===== src/uart_frame_pkg.sv =====
`default_nettype none

package uart_frame_pkg;

	localparam int OVERSAMPLE = 16;                     // ticks per bit
	localparam int OS_BITS = $clog2(OVERSAMPLE);
	localparam int FIFO_ADDR_BITS = 2;
	localparam int FIFO_DEPTH = 1 << FIFO_ADDR_BITS;
	localparam int DIV_BITS = 16;

	typedef enum logic [1:0]
	{
		PAR_NONE = 2'd0,
		PAR_EVEN = 2'd1,
		PAR_ODD  = 2'd2
	} parity_e;

	typedef struct packed
	{
		logic                data8;                     // 0 = seven data bits
		parity_e             parity;
		logic                stop2;
		logic [DIV_BITS-1:0] divisor;                   // tick every divisor+1 clocks
	} uart_cfg_t;

	typedef struct packed
	{
		logic parity;
		logic frame;
		logic rx_overflow;
		logic tx_overflow;
	} uart_err_t;

	// 8N1 at the fastest tick
	localparam uart_cfg_t CFG_RESET = '{
		data8:   1'b1,
		parity:  PAR_NONE,
		stop2:   1'b0,
		divisor: '0
	};

endpackage

`default_nettype wire


===== src/uart_bus_pkg.sv =====
`default_nettype none

package uart_bus_pkg;

	localparam int NUM_CH = 2;

	typedef enum logic [1:0]
	{
		REG_DATA   = 2'd0,
		REG_STATUS = 2'd1,
		REG_CONFIG = 2'd2
	} reg_e;

	typedef struct packed
	{
		logic        cyc;
		logic        stb;
		logic        we;
		logic [2:0]  adr;                               // channel bit over reg_e
		logic [31:0] dat_w;
	} wb_req_t;

	typedef struct packed
	{
		logic        access;                            // one cycle per bus access
		logic        we;
		reg_e        reg_sel;
		logic [31:0] dat_w;
	} ch_req_t;

endpackage

`default_nettype wire


===== src/uart_fifo.sv =====
`timescale 1ns/100ps
`default_nettype none

module uart_fifo
(
	input wire         clk,
	input wire         reset,
	input wire         wr,
	input wire         rd,
	input wire  [7:0]  w_data,
	output logic [7:0] r_data,
	output logic       empty,
	output logic       full
);
	import uart_frame_pkg::*;

	logic [7:0] mem [FIFO_DEPTH];
	logic [FIFO_ADDR_BITS:0] w_ptr;                     // extra msb tells full from empty
	logic [FIFO_ADDR_BITS:0] r_ptr;
	logic wr_en;
	logic rd_en;

	assign empty = (w_ptr == r_ptr);
	assign full = (w_ptr[FIFO_ADDR_BITS] != r_ptr[FIFO_ADDR_BITS]) &&
		(w_ptr[FIFO_ADDR_BITS-1:0] == r_ptr[FIFO_ADDR_BITS-1:0]);
	assign wr_en = wr && !full;
	assign rd_en = rd && !empty;
	assign r_data = mem[r_ptr[FIFO_ADDR_BITS-1:0]];     // head is visible before the read

	always_ff @(posedge clk)
	begin
		if (wr_en)
			mem[w_ptr[FIFO_ADDR_BITS-1:0]] <= w_data;
	end

	always_ff @(posedge clk, posedge reset)
	begin
		if (reset)
		begin
			w_ptr <= '0;
			r_ptr <= '0;
		end
		else
		begin
			if (wr_en)
				w_ptr <= w_ptr + 1'b1;
			if (rd_en)
				r_ptr <= r_ptr + 1'b1;
		end
	end

endmodule

`default_nettype wire


===== src/uart_rx.sv =====
`timescale 1ns/100ps
`default_nettype none

module uart_rx
(
	input wire                       clk,
	input wire                       reset,
	input wire uart_frame_pkg::uart_cfg_t cfg,
	input wire                       s_tick,
	input wire                       rx,
	output logic                     done,
	output logic [7:0]               dout,
	output logic                     parity_err,
	output logic                     frame_err
);
	import uart_frame_pkg::*;

	typedef enum logic [2:0] {IDLE, START, DATA, PARITY, STOP} state_e;

	state_e state;
	logic [1:0] rx_sync;
	logic rx_s;
	logic [OS_BITS-1:0] s_cnt;                          // wraps once per bit
	logic [2:0] n_cnt;
	logic [2:0] last_bit;
	logic par_acc;
	logic bit_mid;

	assign rx_s = rx_sync[1];
	assign last_bit = cfg.data8 ? 3'd7 : 3'd6;
	assign bit_mid = s_tick && (s_cnt == OS_BITS'(OVERSAMPLE - 1));

	always_ff @(posedge clk, posedge reset)
	begin
		if (reset)
			rx_sync <= 2'b11;                           // line idles high
		else
			rx_sync <= {rx_sync[0], rx};
	end

	always_ff @(posedge clk, posedge reset)
	begin
		if (reset)
		begin
			state <= IDLE;
			s_cnt <= '0;
			n_cnt <= '0;
			par_acc <= 1'b0;
			done <= 1'b0;
			dout <= '0;
			parity_err <= 1'b0;
			frame_err <= 1'b0;
		end
		else
		begin
			done <= 1'b0;
			if (s_tick)
				s_cnt <= s_cnt + 1'b1;
			case (state)
				IDLE:
					if (!rx_s)
					begin
						state <= START;
						s_cnt <= '0;
					end
				START:
					if (s_tick && s_cnt == OS_BITS'(OVERSAMPLE / 2 - 1))
					begin
						s_cnt <= '0;                    // from here bit_mid hits mid-bit
						n_cnt <= '0;
						par_acc <= 1'b0;
						parity_err <= 1'b0;
						dout <= '0;
						state <= rx_s ? IDLE : DATA;    // line back high means a glitch
					end
				DATA:
					if (bit_mid)
					begin
						dout[n_cnt] <= rx_s;            // lsb first
						par_acc <= par_acc ^ rx_s;
						n_cnt <= n_cnt + 1'b1;
						if (n_cnt == last_bit)
							state <= (cfg.parity == PAR_NONE) ? STOP : PARITY;
					end
				PARITY:
					if (bit_mid)
					begin
						parity_err <= (par_acc ^ rx_s) != (cfg.parity == PAR_ODD);
						state <= STOP;
					end
				STOP:
					if (bit_mid)
					begin
						frame_err <= !rx_s;             // second stop bit is not checked
						done <= 1'b1;
						state <= IDLE;
					end
				default:
					state <= IDLE;
			endcase
		end
	end

endmodule

`default_nettype wire


===== src/uart_tx.sv =====
`timescale 1ns/100ps
`default_nettype none

module uart_tx
(
	input wire                       clk,
	input wire                       reset,
	input wire uart_frame_pkg::uart_cfg_t cfg,
	input wire                       s_tick,
	input wire                       start,
	input wire [7:0]                 din,
	output logic                     done,
	output logic                     tx
);
	import uart_frame_pkg::*;

	typedef enum logic [2:0] {IDLE, START, DATA, PARITY, STOP} state_e;

	state_e state;
	logic [OS_BITS-1:0] s_cnt;
	logic [2:0] n_cnt;                                  // data bit index, then stop bit index
	logic [2:0] last_bit;
	logic [7:0] din_m;
	logic [7:0] shreg;
	logic par_bit;
	logic bit_end;

	assign last_bit = cfg.data8 ? 3'd7 : 3'd6;
	assign din_m = cfg.data8 ? din : {1'b0, din[6:0]};  // bit 7 dropped in 7-bit mode
	assign bit_end = s_tick && (s_cnt == OS_BITS'(OVERSAMPLE - 1));
	assign done = (state == STOP) && bit_end && (n_cnt[0] || !cfg.stop2);

	always_ff @(posedge clk, posedge reset)
	begin
		if (reset)
		begin
			state <= IDLE;
			s_cnt <= '0;
			n_cnt <= '0;
			shreg <= '0;
			par_bit <= 1'b0;
			tx <= 1'b1;
		end
		else
		begin
			if (s_tick)
				s_cnt <= s_cnt + 1'b1;
			case (state)
				IDLE:
				begin
					tx <= 1'b1;
					if (start)
					begin
						state <= START;
						s_cnt <= '0;
						tx <= 1'b0;
						shreg <= din_m;
						par_bit <= (^din_m) ^ (cfg.parity == PAR_ODD);
					end
				end
				START:
					if (bit_end)
					begin
						state <= DATA;
						n_cnt <= '0;
						tx <= shreg[0];
					end
				DATA:
					if (bit_end)
					begin
						shreg <= shreg >> 1;
						n_cnt <= n_cnt + 1'b1;
						if (n_cnt != last_bit)
							tx <= shreg[1];
						else if (cfg.parity == PAR_NONE)
						begin
							state <= STOP;
							n_cnt <= '0;
							tx <= 1'b1;
						end
						else
						begin
							state <= PARITY;
							tx <= par_bit;
						end
					end
				PARITY:
					if (bit_end)
					begin
						state <= STOP;
						n_cnt <= '0;
						tx <= 1'b1;
					end
				STOP:
					if (bit_end)
					begin
						n_cnt <= n_cnt + 1'b1;
						if (done)
							state <= IDLE;
					end
				default:
					state <= IDLE;
			endcase
		end
	end

endmodule

`default_nettype wire


===== src/uart_channel.sv =====
`timescale 1ns/100ps
`default_nettype none

module uart_channel
(
	input wire                    clk,
	input wire                    reset,
	input wire uart_bus_pkg::ch_req_t req,
	input wire                    rx,
	output logic                  tx,
	output logic [31:0]           rd_word,
	output logic                  rx_ready
);
	import uart_frame_pkg::*;
	import uart_bus_pkg::*;

	uart_cfg_t cfg;
	uart_err_t err;
	logic [DIV_BITS-1:0] baud_cnt;
	logic s_tick;
	logic data_wr;
	logic data_rd;
	logic status_wr;
	logic config_wr;
	logic tx_full;
	logic tx_empty;
	logic tx_done;
	logic [7:0] tx_head;
	logic rx_full;
	logic rx_empty;
	logic rx_done;
	logic rx_parity_err;
	logic rx_frame_err;
	logic [7:0] rx_byte;
	logic [7:0] rx_head;

	assign data_wr = req.access && req.we && (req.reg_sel == REG_DATA);
	assign data_rd = req.access && !req.we && (req.reg_sel == REG_DATA);
	assign status_wr = req.access && req.we && (req.reg_sel == REG_STATUS);
	assign config_wr = req.access && req.we && (req.reg_sel == REG_CONFIG);
	assign s_tick = (baud_cnt >= cfg.divisor);          // also catches a divisor lowered mid-count
	assign rx_ready = !rx_empty;

	always_ff @(posedge clk, posedge reset)
	begin
		if (reset)
		begin
			baud_cnt <= '0;
			cfg <= CFG_RESET;
			err <= '0;
		end
		else
		begin
			baud_cnt <= s_tick ? '0 : baud_cnt + 1'b1;
			if (config_wr)
				cfg <= req.dat_w[$bits(uart_cfg_t)-1:0];
			if (status_wr)
				err <= err & ~req.dat_w[2 +: $bits(uart_err_t)];   // write 1 to clear
			if (rx_done && rx_parity_err)
				err.parity <= 1'b1;
			if (rx_done && rx_frame_err)
				err.frame <= 1'b1;
			if (rx_done && rx_full)
				err.rx_overflow <= 1'b1;                // byte is lost
			if (data_wr && tx_full)
				err.tx_overflow <= 1'b1;
		end
	end

	always_comb
	begin
		case (req.reg_sel)
			REG_DATA:   rd_word = rx_empty ? '0 : {24'd0, rx_head};
			REG_STATUS: rd_word = {26'd0, err, !tx_full, !rx_empty};
			REG_CONFIG: rd_word = {12'd0, cfg};
			default:    rd_word = '0;
		endcase
	end

	uart_fifo rx_fifo (.clk, .reset, .wr(rx_done), .rd(data_rd), .w_data(rx_byte),
		.r_data(rx_head), .empty(rx_empty), .full(rx_full));

	uart_fifo tx_fifo (.clk, .reset, .wr(data_wr), .rd(tx_done), .w_data(req.dat_w[7:0]),
		.r_data(tx_head), .empty(tx_empty), .full(tx_full));

	uart_rx rx_unit (.clk, .reset, .cfg, .s_tick, .rx, .done(rx_done), .dout(rx_byte),
		.parity_err(rx_parity_err), .frame_err(rx_frame_err));

	uart_tx tx_unit (.clk, .reset, .cfg, .s_tick, .start(!tx_empty), .din(tx_head),
		.done(tx_done), .tx);

endmodule

`default_nettype wire


===== src/uart_bus_decode.sv =====
`timescale 1ns/100ps
`default_nettype none

module uart_bus_decode
(
	input wire                    clk,
	input wire                    reset,
	input wire uart_bus_pkg::wb_req_t wb,
	output logic                  ack,
	output uart_bus_pkg::ch_req_t [uart_bus_pkg::NUM_CH-1:0] ch_req,
	output logic [0:0]            ch_sel
);
	import uart_bus_pkg::*;

	logic accept;

	// ack in flight blocks a second accept while stb is still up
	assign accept = wb.cyc && wb.stb && !ack;
	assign ch_sel = wb.adr[2];

	always_ff @(posedge clk, posedge reset)
	begin
		if (reset)
			ack <= 1'b0;
		else
			ack <= accept;
	end

	always_comb
	begin
		for (int i = 0; i < NUM_CH; i++)
		begin
			ch_req[i].access = accept && (int'(ch_sel) == i);   // addressed channel only
			ch_req[i].we = wb.we;
			ch_req[i].reg_sel = reg_e'(wb.adr[1:0]);
			ch_req[i].dat_w = wb.dat_w;
		end
	end

endmodule

`default_nettype wire


===== src/uart_read_merge.sv =====
`timescale 1ns/100ps
`default_nettype none

module uart_read_merge
(
	input wire                                   clk,
	input wire                                   reset,
	input wire                                   access,
	input wire [0:0]                             ch_sel,
	input wire [uart_bus_pkg::NUM_CH-1:0][31:0]  rd_words,
	input wire [uart_bus_pkg::NUM_CH-1:0]        rx_ready,
	output logic [31:0]                          dat_r,
	output logic                                 irq
);

	always_ff @(posedge clk, posedge reset)
	begin
		if (reset)
		begin
			dat_r <= '0;
			irq <= 1'b0;
		end
		else
		begin
			if (access)
				dat_r <= rd_words[ch_sel];              // lands on the bus with ack
			irq <= |rx_ready;
		end
	end

endmodule

`default_nettype wire


===== src/uart_bank.sv =====
`timescale 1ns/100ps
`default_nettype none

module uart_bank
(
	input wire                              clk,
	input wire                              reset,
	input wire uart_bus_pkg::wb_req_t       wb,
	output logic                            ack,
	output logic [31:0]                     dat_r,
	input wire [uart_bus_pkg::NUM_CH-1:0]   rx,
	output wire [uart_bus_pkg::NUM_CH-1:0]  tx,
	output logic                            irq
);
	import uart_bus_pkg::*;

	ch_req_t [NUM_CH-1:0] ch_req;
	logic [0:0] ch_sel;
	wire [NUM_CH-1:0] ch_access;
	wire [NUM_CH-1:0][31:0] rd_words;
	wire [NUM_CH-1:0] rx_ready;

	uart_bus_decode decode (.clk, .reset, .wb, .ack, .ch_req, .ch_sel);

	for (genvar i = 0; i < NUM_CH; i++)
	begin : g_ch
		assign ch_access[i] = ch_req[i].access;

		uart_channel channel (
			.clk,
			.reset,
			.req(ch_req[i]),
			.rx(rx[i]),
			.tx(tx[i]),
			.rd_word(rd_words[i]),
			.rx_ready(rx_ready[i])
		);
	end

	uart_read_merge merge (
		.clk,
		.reset,
		.access(|ch_access),
		.ch_sel,
		.rd_words,
		.rx_ready,
		.dat_r,
		.irq
	);

endmodule

`default_nettype wire


===== config.mk =====
export PLATFORM = sky130hd
export DESIGN_NAME = uart_bank
export DESIGN_NICKNAME = d
export VERILOG_FILES = /design/src/uart_frame_pkg.sv /design/src/uart_bus_pkg.sv /design/src/uart_fifo.sv /design/src/uart_rx.sv /design/src/uart_tx.sv /design/src/uart_channel.sv /design/src/uart_bus_decode.sv /design/src/uart_read_merge.sv /design/src/uart_bank.sv
export SDC_FILE = /design/constraint.sdc
export NUM_CORES = 1
export LEC_CHECK = 0
export BUFFER_PORTS_ARGS = -buffer_cell sky130_fd_sc_hd__buf_2
export CAP_MARGIN = 20
export CORE_UTILIZATION = 57
export CTS_CLUSTER_SIZE = 25
export DETAILED_ROUTE_END_ITERATION = 12
export PLACE_DENSITY = 0.83
export SYNTH_ARGS = -nofsm -noshare
export SYNTH_HDL_FRONTEND = slang
export SYNTH_HIERARCHICAL = 1
export SYNTH_SLANG_ARGS = --single-unit

===== constraint.sdc =====
create_clock -name clk -period 3.25 [get_ports clk]
set_clock_uncertainty 0.15 [all_clocks]
set_input_delay 0.1625 -clock clk [delete_from_list [all_inputs] [get_ports clk]]
set_output_delay 0.1625 -clock clk [all_outputs]
set_load 0.03 [all_outputs]

# Word-level counts from Yosys, hierarchy flattened
# Memory sizes are Yosys's and may differ from the RTL's.
# Index checks and enable logic that the tools add are counted.
# word_totals
inputBits,42
wordCells,425
ff_bits,226
ramBits,128
mem_count,4
# op_classes
mux,142
n_eq_ne,72
n_reduce_logical,113
magnitude_cmp,7
n_bitwise,10
addsub,18
# memory_table
name,words,word_bits,read_ports,rd_clocked_by_memory_dff,wr,line_no,source
g_ch[0].channel.rx_fifo.mem,4,8,1,0,1,uart_fifo.sv:17,logic [7:0] mem [FIFO_DEPTH];
g_ch[0].channel.tx_fifo.mem,4,8,1,0,1,uart_fifo.sv:17,
g_ch[1].channel.rx_fifo.mem,4,8,1,0,1,uart_fifo.sv:17,
g_ch[1].channel.tx_fifo.mem,4,8,1,0,1,uart_fifo.sv:17,
# op_table
cell,n
32-bit one-hot mux with 3 select lines,2
3-bit 2-to-1 mux,42
8-bit 2-to-1 mux,12
32-bit 2-to-1 mux,2
8-bit one-hot mux with 2 select lines,4
3-bit one-hot mux with 5 select lines,4
4-bit 2-to-1 mux,14
1-bit logical AND,48
2-bit inequality test (second input constant),24
1-bit 2-to-1 mux,42
3-bit by 1-bit adder with 3-bit output (second input constant),12
16-bit by 1-bit adder with 16-bit output (second input constant),2
16-bit >= comparator,2
16-bit 2-to-1 mux,2
2-bit nonzero test,14
3-bit by 2-bit == test with 1-bit output (second input constant),8
3-bit == test,6
3-bit one-hot mux with 3 select lines,2
3-bit AND reduction,6
4-bit by 1-bit adder with 4-bit output (second input constant),4
8-bit bitwise mux,2
4-bit == test (second input constant),4
4-bit one-hot mux with 2 select lines,2
4-bit AND reduction,4
32 further kinds,98

# Longest topological paths before layout
# depth
depth_word,8
mapped_depth,14
ltp_nobuf,12

# Cells and area by module
# Netlist, hierarchy kept.
# by_module_without_submodules
mod,area_each_um2,seq_area_each_um2,n_inst,cells_per_inst
uart_fifo,1679.1,1111.1,4,91
uart_channel,2488.6,1002.2,2,242
uart_read_merge,1542.7,825.8,1,142
uart_rx (g_ch[0].channel.rx_unit),1353.8,603.1,1,139
uart_tx (g_ch[1].channel.tx_unit),1285.0,501.7,1,132
uart_tx (g_ch[0].channel.tx_unit),1253.7,501.7,1,133
uart_rx (g_ch[1].channel.rx_unit),1238.7,603.1,1,125
uart_bus_decode,595.6,25.0,1,76
uart_bank,6.3,0.0,1,1

# Worst setup path after synthesis
# No wires, ideal clock.
# synth_path
path_type,reg-to-reg
start,reg g_ch[0].channel.baud_cnt[9]
end,reg g_ch[0].channel.tx_unit.state[0]
t_arrival_ns,2.890
path_stages_with_launch,12
slack_ns,0.089
cell_sequence,dfrtp_1 > ha_1 > nand4_1 > or3_4 > o32ai_4 > or2_1 > buf_4 > and4_1 > buf_4 > a21oi_1 > or3_1 > a22o_1
# synth_between
elab_chain_len,6
word_cells_on_any_way,10
# synth_rtl
element,line_no,source
start: declaration,uart_channel.sv:19,logic [DIV_BITS-1:0] baud_cnt;
start signal: assignment,uart_channel.sv:54,baud_cnt <= s_tick ? '0 : baud_cnt + 1'b1;
16-bit >= comparator *,uart_channel.sv:41,assign s_tick = (baud_cnt >= cfg.divisor);
net g_ch[0].channel.s_tick,uart_channel.sv:20,logic s_tick;
1-bit logical AND *,uart_tx.sv:30,assign bit_end = s_tick && (s_cnt == OS_BITS'(OVERSAMPLE - 1));
1-bit logical AND (2 in series),uart_tx.sv:31,assign done = (state == STOP) && bit_end && (n_cnt[0] || !cfg.stop2);
2-bit by 1-bit inequality test with 1-bit output (no source line),--,
7-bit AND reduction (no source line) *,--,
end signal: assignment,uart_tx.sv:37,state <= IDLE;
end signal: assignment,uart_tx.sv:54,state <= START;
end signal: assignment,uart_tx.sv:64,state <= DATA;
end: declaration,uart_tx.sv:19,state_e state;
# The timed path passes the listed nets; every way through them passes the cells marked *.
# A chain may end at the register's enable or synchronous reset.

# Worst setup path in the final report
# layout_path
start,reg g_ch[0].channel/cfg[13] (netlist name)
end,reg g_ch[0].channel.tx_unit.state[0]
# layout_between
elab_chain_len,6
word_cells_on_any_way,10
# layout_rtl
element,line_no
16-bit >= comparator *,uart_channel.sv:41
net g_ch[0].channel.s_tick,uart_channel.sv:20
1-bit logical AND *,uart_tx.sv:30
1-bit logical AND (2 in series),uart_tx.sv:31
2-bit by 1-bit inequality test with 1-bit output (no source line),--
7-bit AND reduction (no source line) *,--
# Marked as above.

==> metrics.yaml <==
worstSetupPathType: "flop to flop"
drive_gt1_frac: 0.165
post_drt_wl_per_cell_um: 19.7
cp_num_cells: 10
routed_via_density: 6.01
yosys_warnings: 6
wirelength_um: 41400
reg2regPathDepth: 10
slew_viol_final: 0
portBuffers: 65
total_power_mw: 12.8
start_util: 0.579
critPathLaunchType: "flop"
grt_max_degree: 43
grt_pass1_vias: 12538
maxSlewHeadroom: 0.376
fp.dieW_um: 184
fillers: 2345
period_needed_ns: 3.14
first_iter_violations: 1127
endpoint_kind: "flop"
max_stage_delay_ns: 0.45
worst_slack_ns: 0.114
crit_chain: "inv_1 -> ha_1 -> nand4_1 -> or3_4 -> o32ai_4 -> or2_4 -> and4_4 -> a21oi_1 -> or3_1 -> a22o_1"
fp-row-count: 66
final-setup-viol-count: 0
syn_inst: 1572
area_growth_pct: 10.1
nNetsFinal: 1739
cts_made_buffers: 37
dpl.hpwl_um: 28900
hp-class: "input port to asynchronous set/reset pin"
routabilityCongestion: 0.874
vias: 12666
crit_required_ns: 3.50
syn_area_per_cell_sq_um: 12.0
critical_path.startpoint: "g_ch[0].channel/cfg[13]"
tightest_slew_ns: 0.934
rr_startpoint: "g_ch[0].channel/cfg[13]"
dieHeight_um: 184
cp_max_fo: 5
p_leak_nw: 8.58
status: "finished clean"
cellPowerDensity_mw_per_mm2: 617
fmax_mhz: 319
maxCapViolations: 0
grt_usage: 0.249
cts_tree: "yes"
dieArea_sq_mm: 0.0337
h-tree-depth: 2
critPathBufInv: 1
slowest_stage: "or3_4"
fin_util: 0.637
antenna_found_initial: 0
grt_overflow: 0
hold_viol_final: 0
post-route-period-util: 0.965
io_pins: 78
cts_sinks: 354
mappedNetlistArea_sq_mm: 0.0188
post_dp_cell_area_sq_mm: 0.0191
root_buffer: "clkbuf_16"
whs_ns: 0.103
diodes: 0
antenna_left: 0
finalInstanceArea_sq_mm: 0.0207
drt_pass1_iterations: 6
grt_pass1_wl_um: 66000
clk_pin_slew_ns: 0.06
crit_arrival_ns: 3.39
critPathTopFamily: "simple AND/OR/NAND/NOR gates"
dp_slack_ns: 0.0288
coreArea_sq_mm: 0.0325
clock_latency_ns: 0.53
ir_worst_vdd_mv: 0.315
clockBufferDepth: 3
remaining_drc_errors: 0
-- cell type report --
| type | instances | area (sq um) | area share |
|---|---|---|---|
| timing repair buffer | 141 | 965 | 0.0466 |
| clock inverter | 18 | 174 | 0.00841 |
| clock buffer | 50 | 1070 | 0.0516 |
| tap | 442 | 553 | 0.0267 |
| inverter | 90 | 338 | 0.0163 |
| multi-input combinational | 1011 | 8080 | 0.390 |
| sequential | 354 | 9510 | 0.460 |
-- report_power, final --
part	switching (mW)	total (mW)	internal (mW)
Clock	1.75	4.30	2.55
Sequential	0.640	5.77	5.13
Combinational	1.53	2.68	1.16
-- layout by cell type (no fill, tap or decap), types with 49 or more instances in the layout --
cell and instances:
dfrtp_1 218, edfxtp_1 128, inv_1 89, nand2_1 83, nor2_1 79, a21oi_1 77
buf_2 65, ha_1 62, mux2i_1 50, buf_4 49
-- what timing repair did --
action / CTS / global route
endpoints found under the setup margin: 0 / 30
endpoints found under the hold margin: 283 / 0
setup buffers: 0 / 8
resized for setup: 0 / 12
hold buffers: 26 / 0
-- state kept, by name, indices dropped and copies added (netlist names), 8 cells and up --
register,count
g_ch.channel/rx_fifo/mem,64
merge/dat_r,32
g_ch.channel/tx_unit/shreg,16
g_ch.channel/rx_unit/dout,16
g_ch.channel/err,8
g_ch.channel/rx_unit/s_cnt,8
g_ch.channel/tx_fifo/mem,64
g_ch.channel/baud_cnt,32
g_ch.channel/tx_unit/s_cnt,8
g_ch.channel/cfg,40
-- stage by stage --
| step | TNS [ns] | std cells |
|---|---|---|
| 3_5_place_dp | 0 | 2004 |
| 2_1_floorplan | 0 | 1594 |
| 4_1_cts | 0 | 2098 |
| 5_1_grt | -0.00591 | 2106 |
| 3_3_place_gp | 0 | 2004 |
| 6_report | 0 | 2106 |
-- worst min-delay path: cells and delay by family --
family                 cells  cell delay [ns]
buffers and inverters      3             0.92
-- path summary, 6_finish.rpt --
path / end / slack [ns]
setup / recovery: g_ch[0].channel/tx_unit/state[0] / 0.11
hold / removal: decode/ack / 0.10
setup reg to reg: g_ch[0].channel/tx_unit/state[0] / 0.11
hold reg to reg: g_ch[1].channel/rx_unit/rx_sync[1] / 0.20
max in group asynchronous: g_ch[0].channel/err[1] / 1.82
min in group clk: merge/dat_r[6] / 0.11
-- layer usage --
layer / wire length (um) / part of all wire / GRT usage
met1: 17500 / 0.42 / 0.334
met2: 20300 / 0.49 / 0.419
met3: 2370 / 0.057 / 0.0341
met4: 1150 / 0.028 / 0.0823
met5: 0 / 0 / 0
Note: power is estimated with default switching activity, not from simulation.
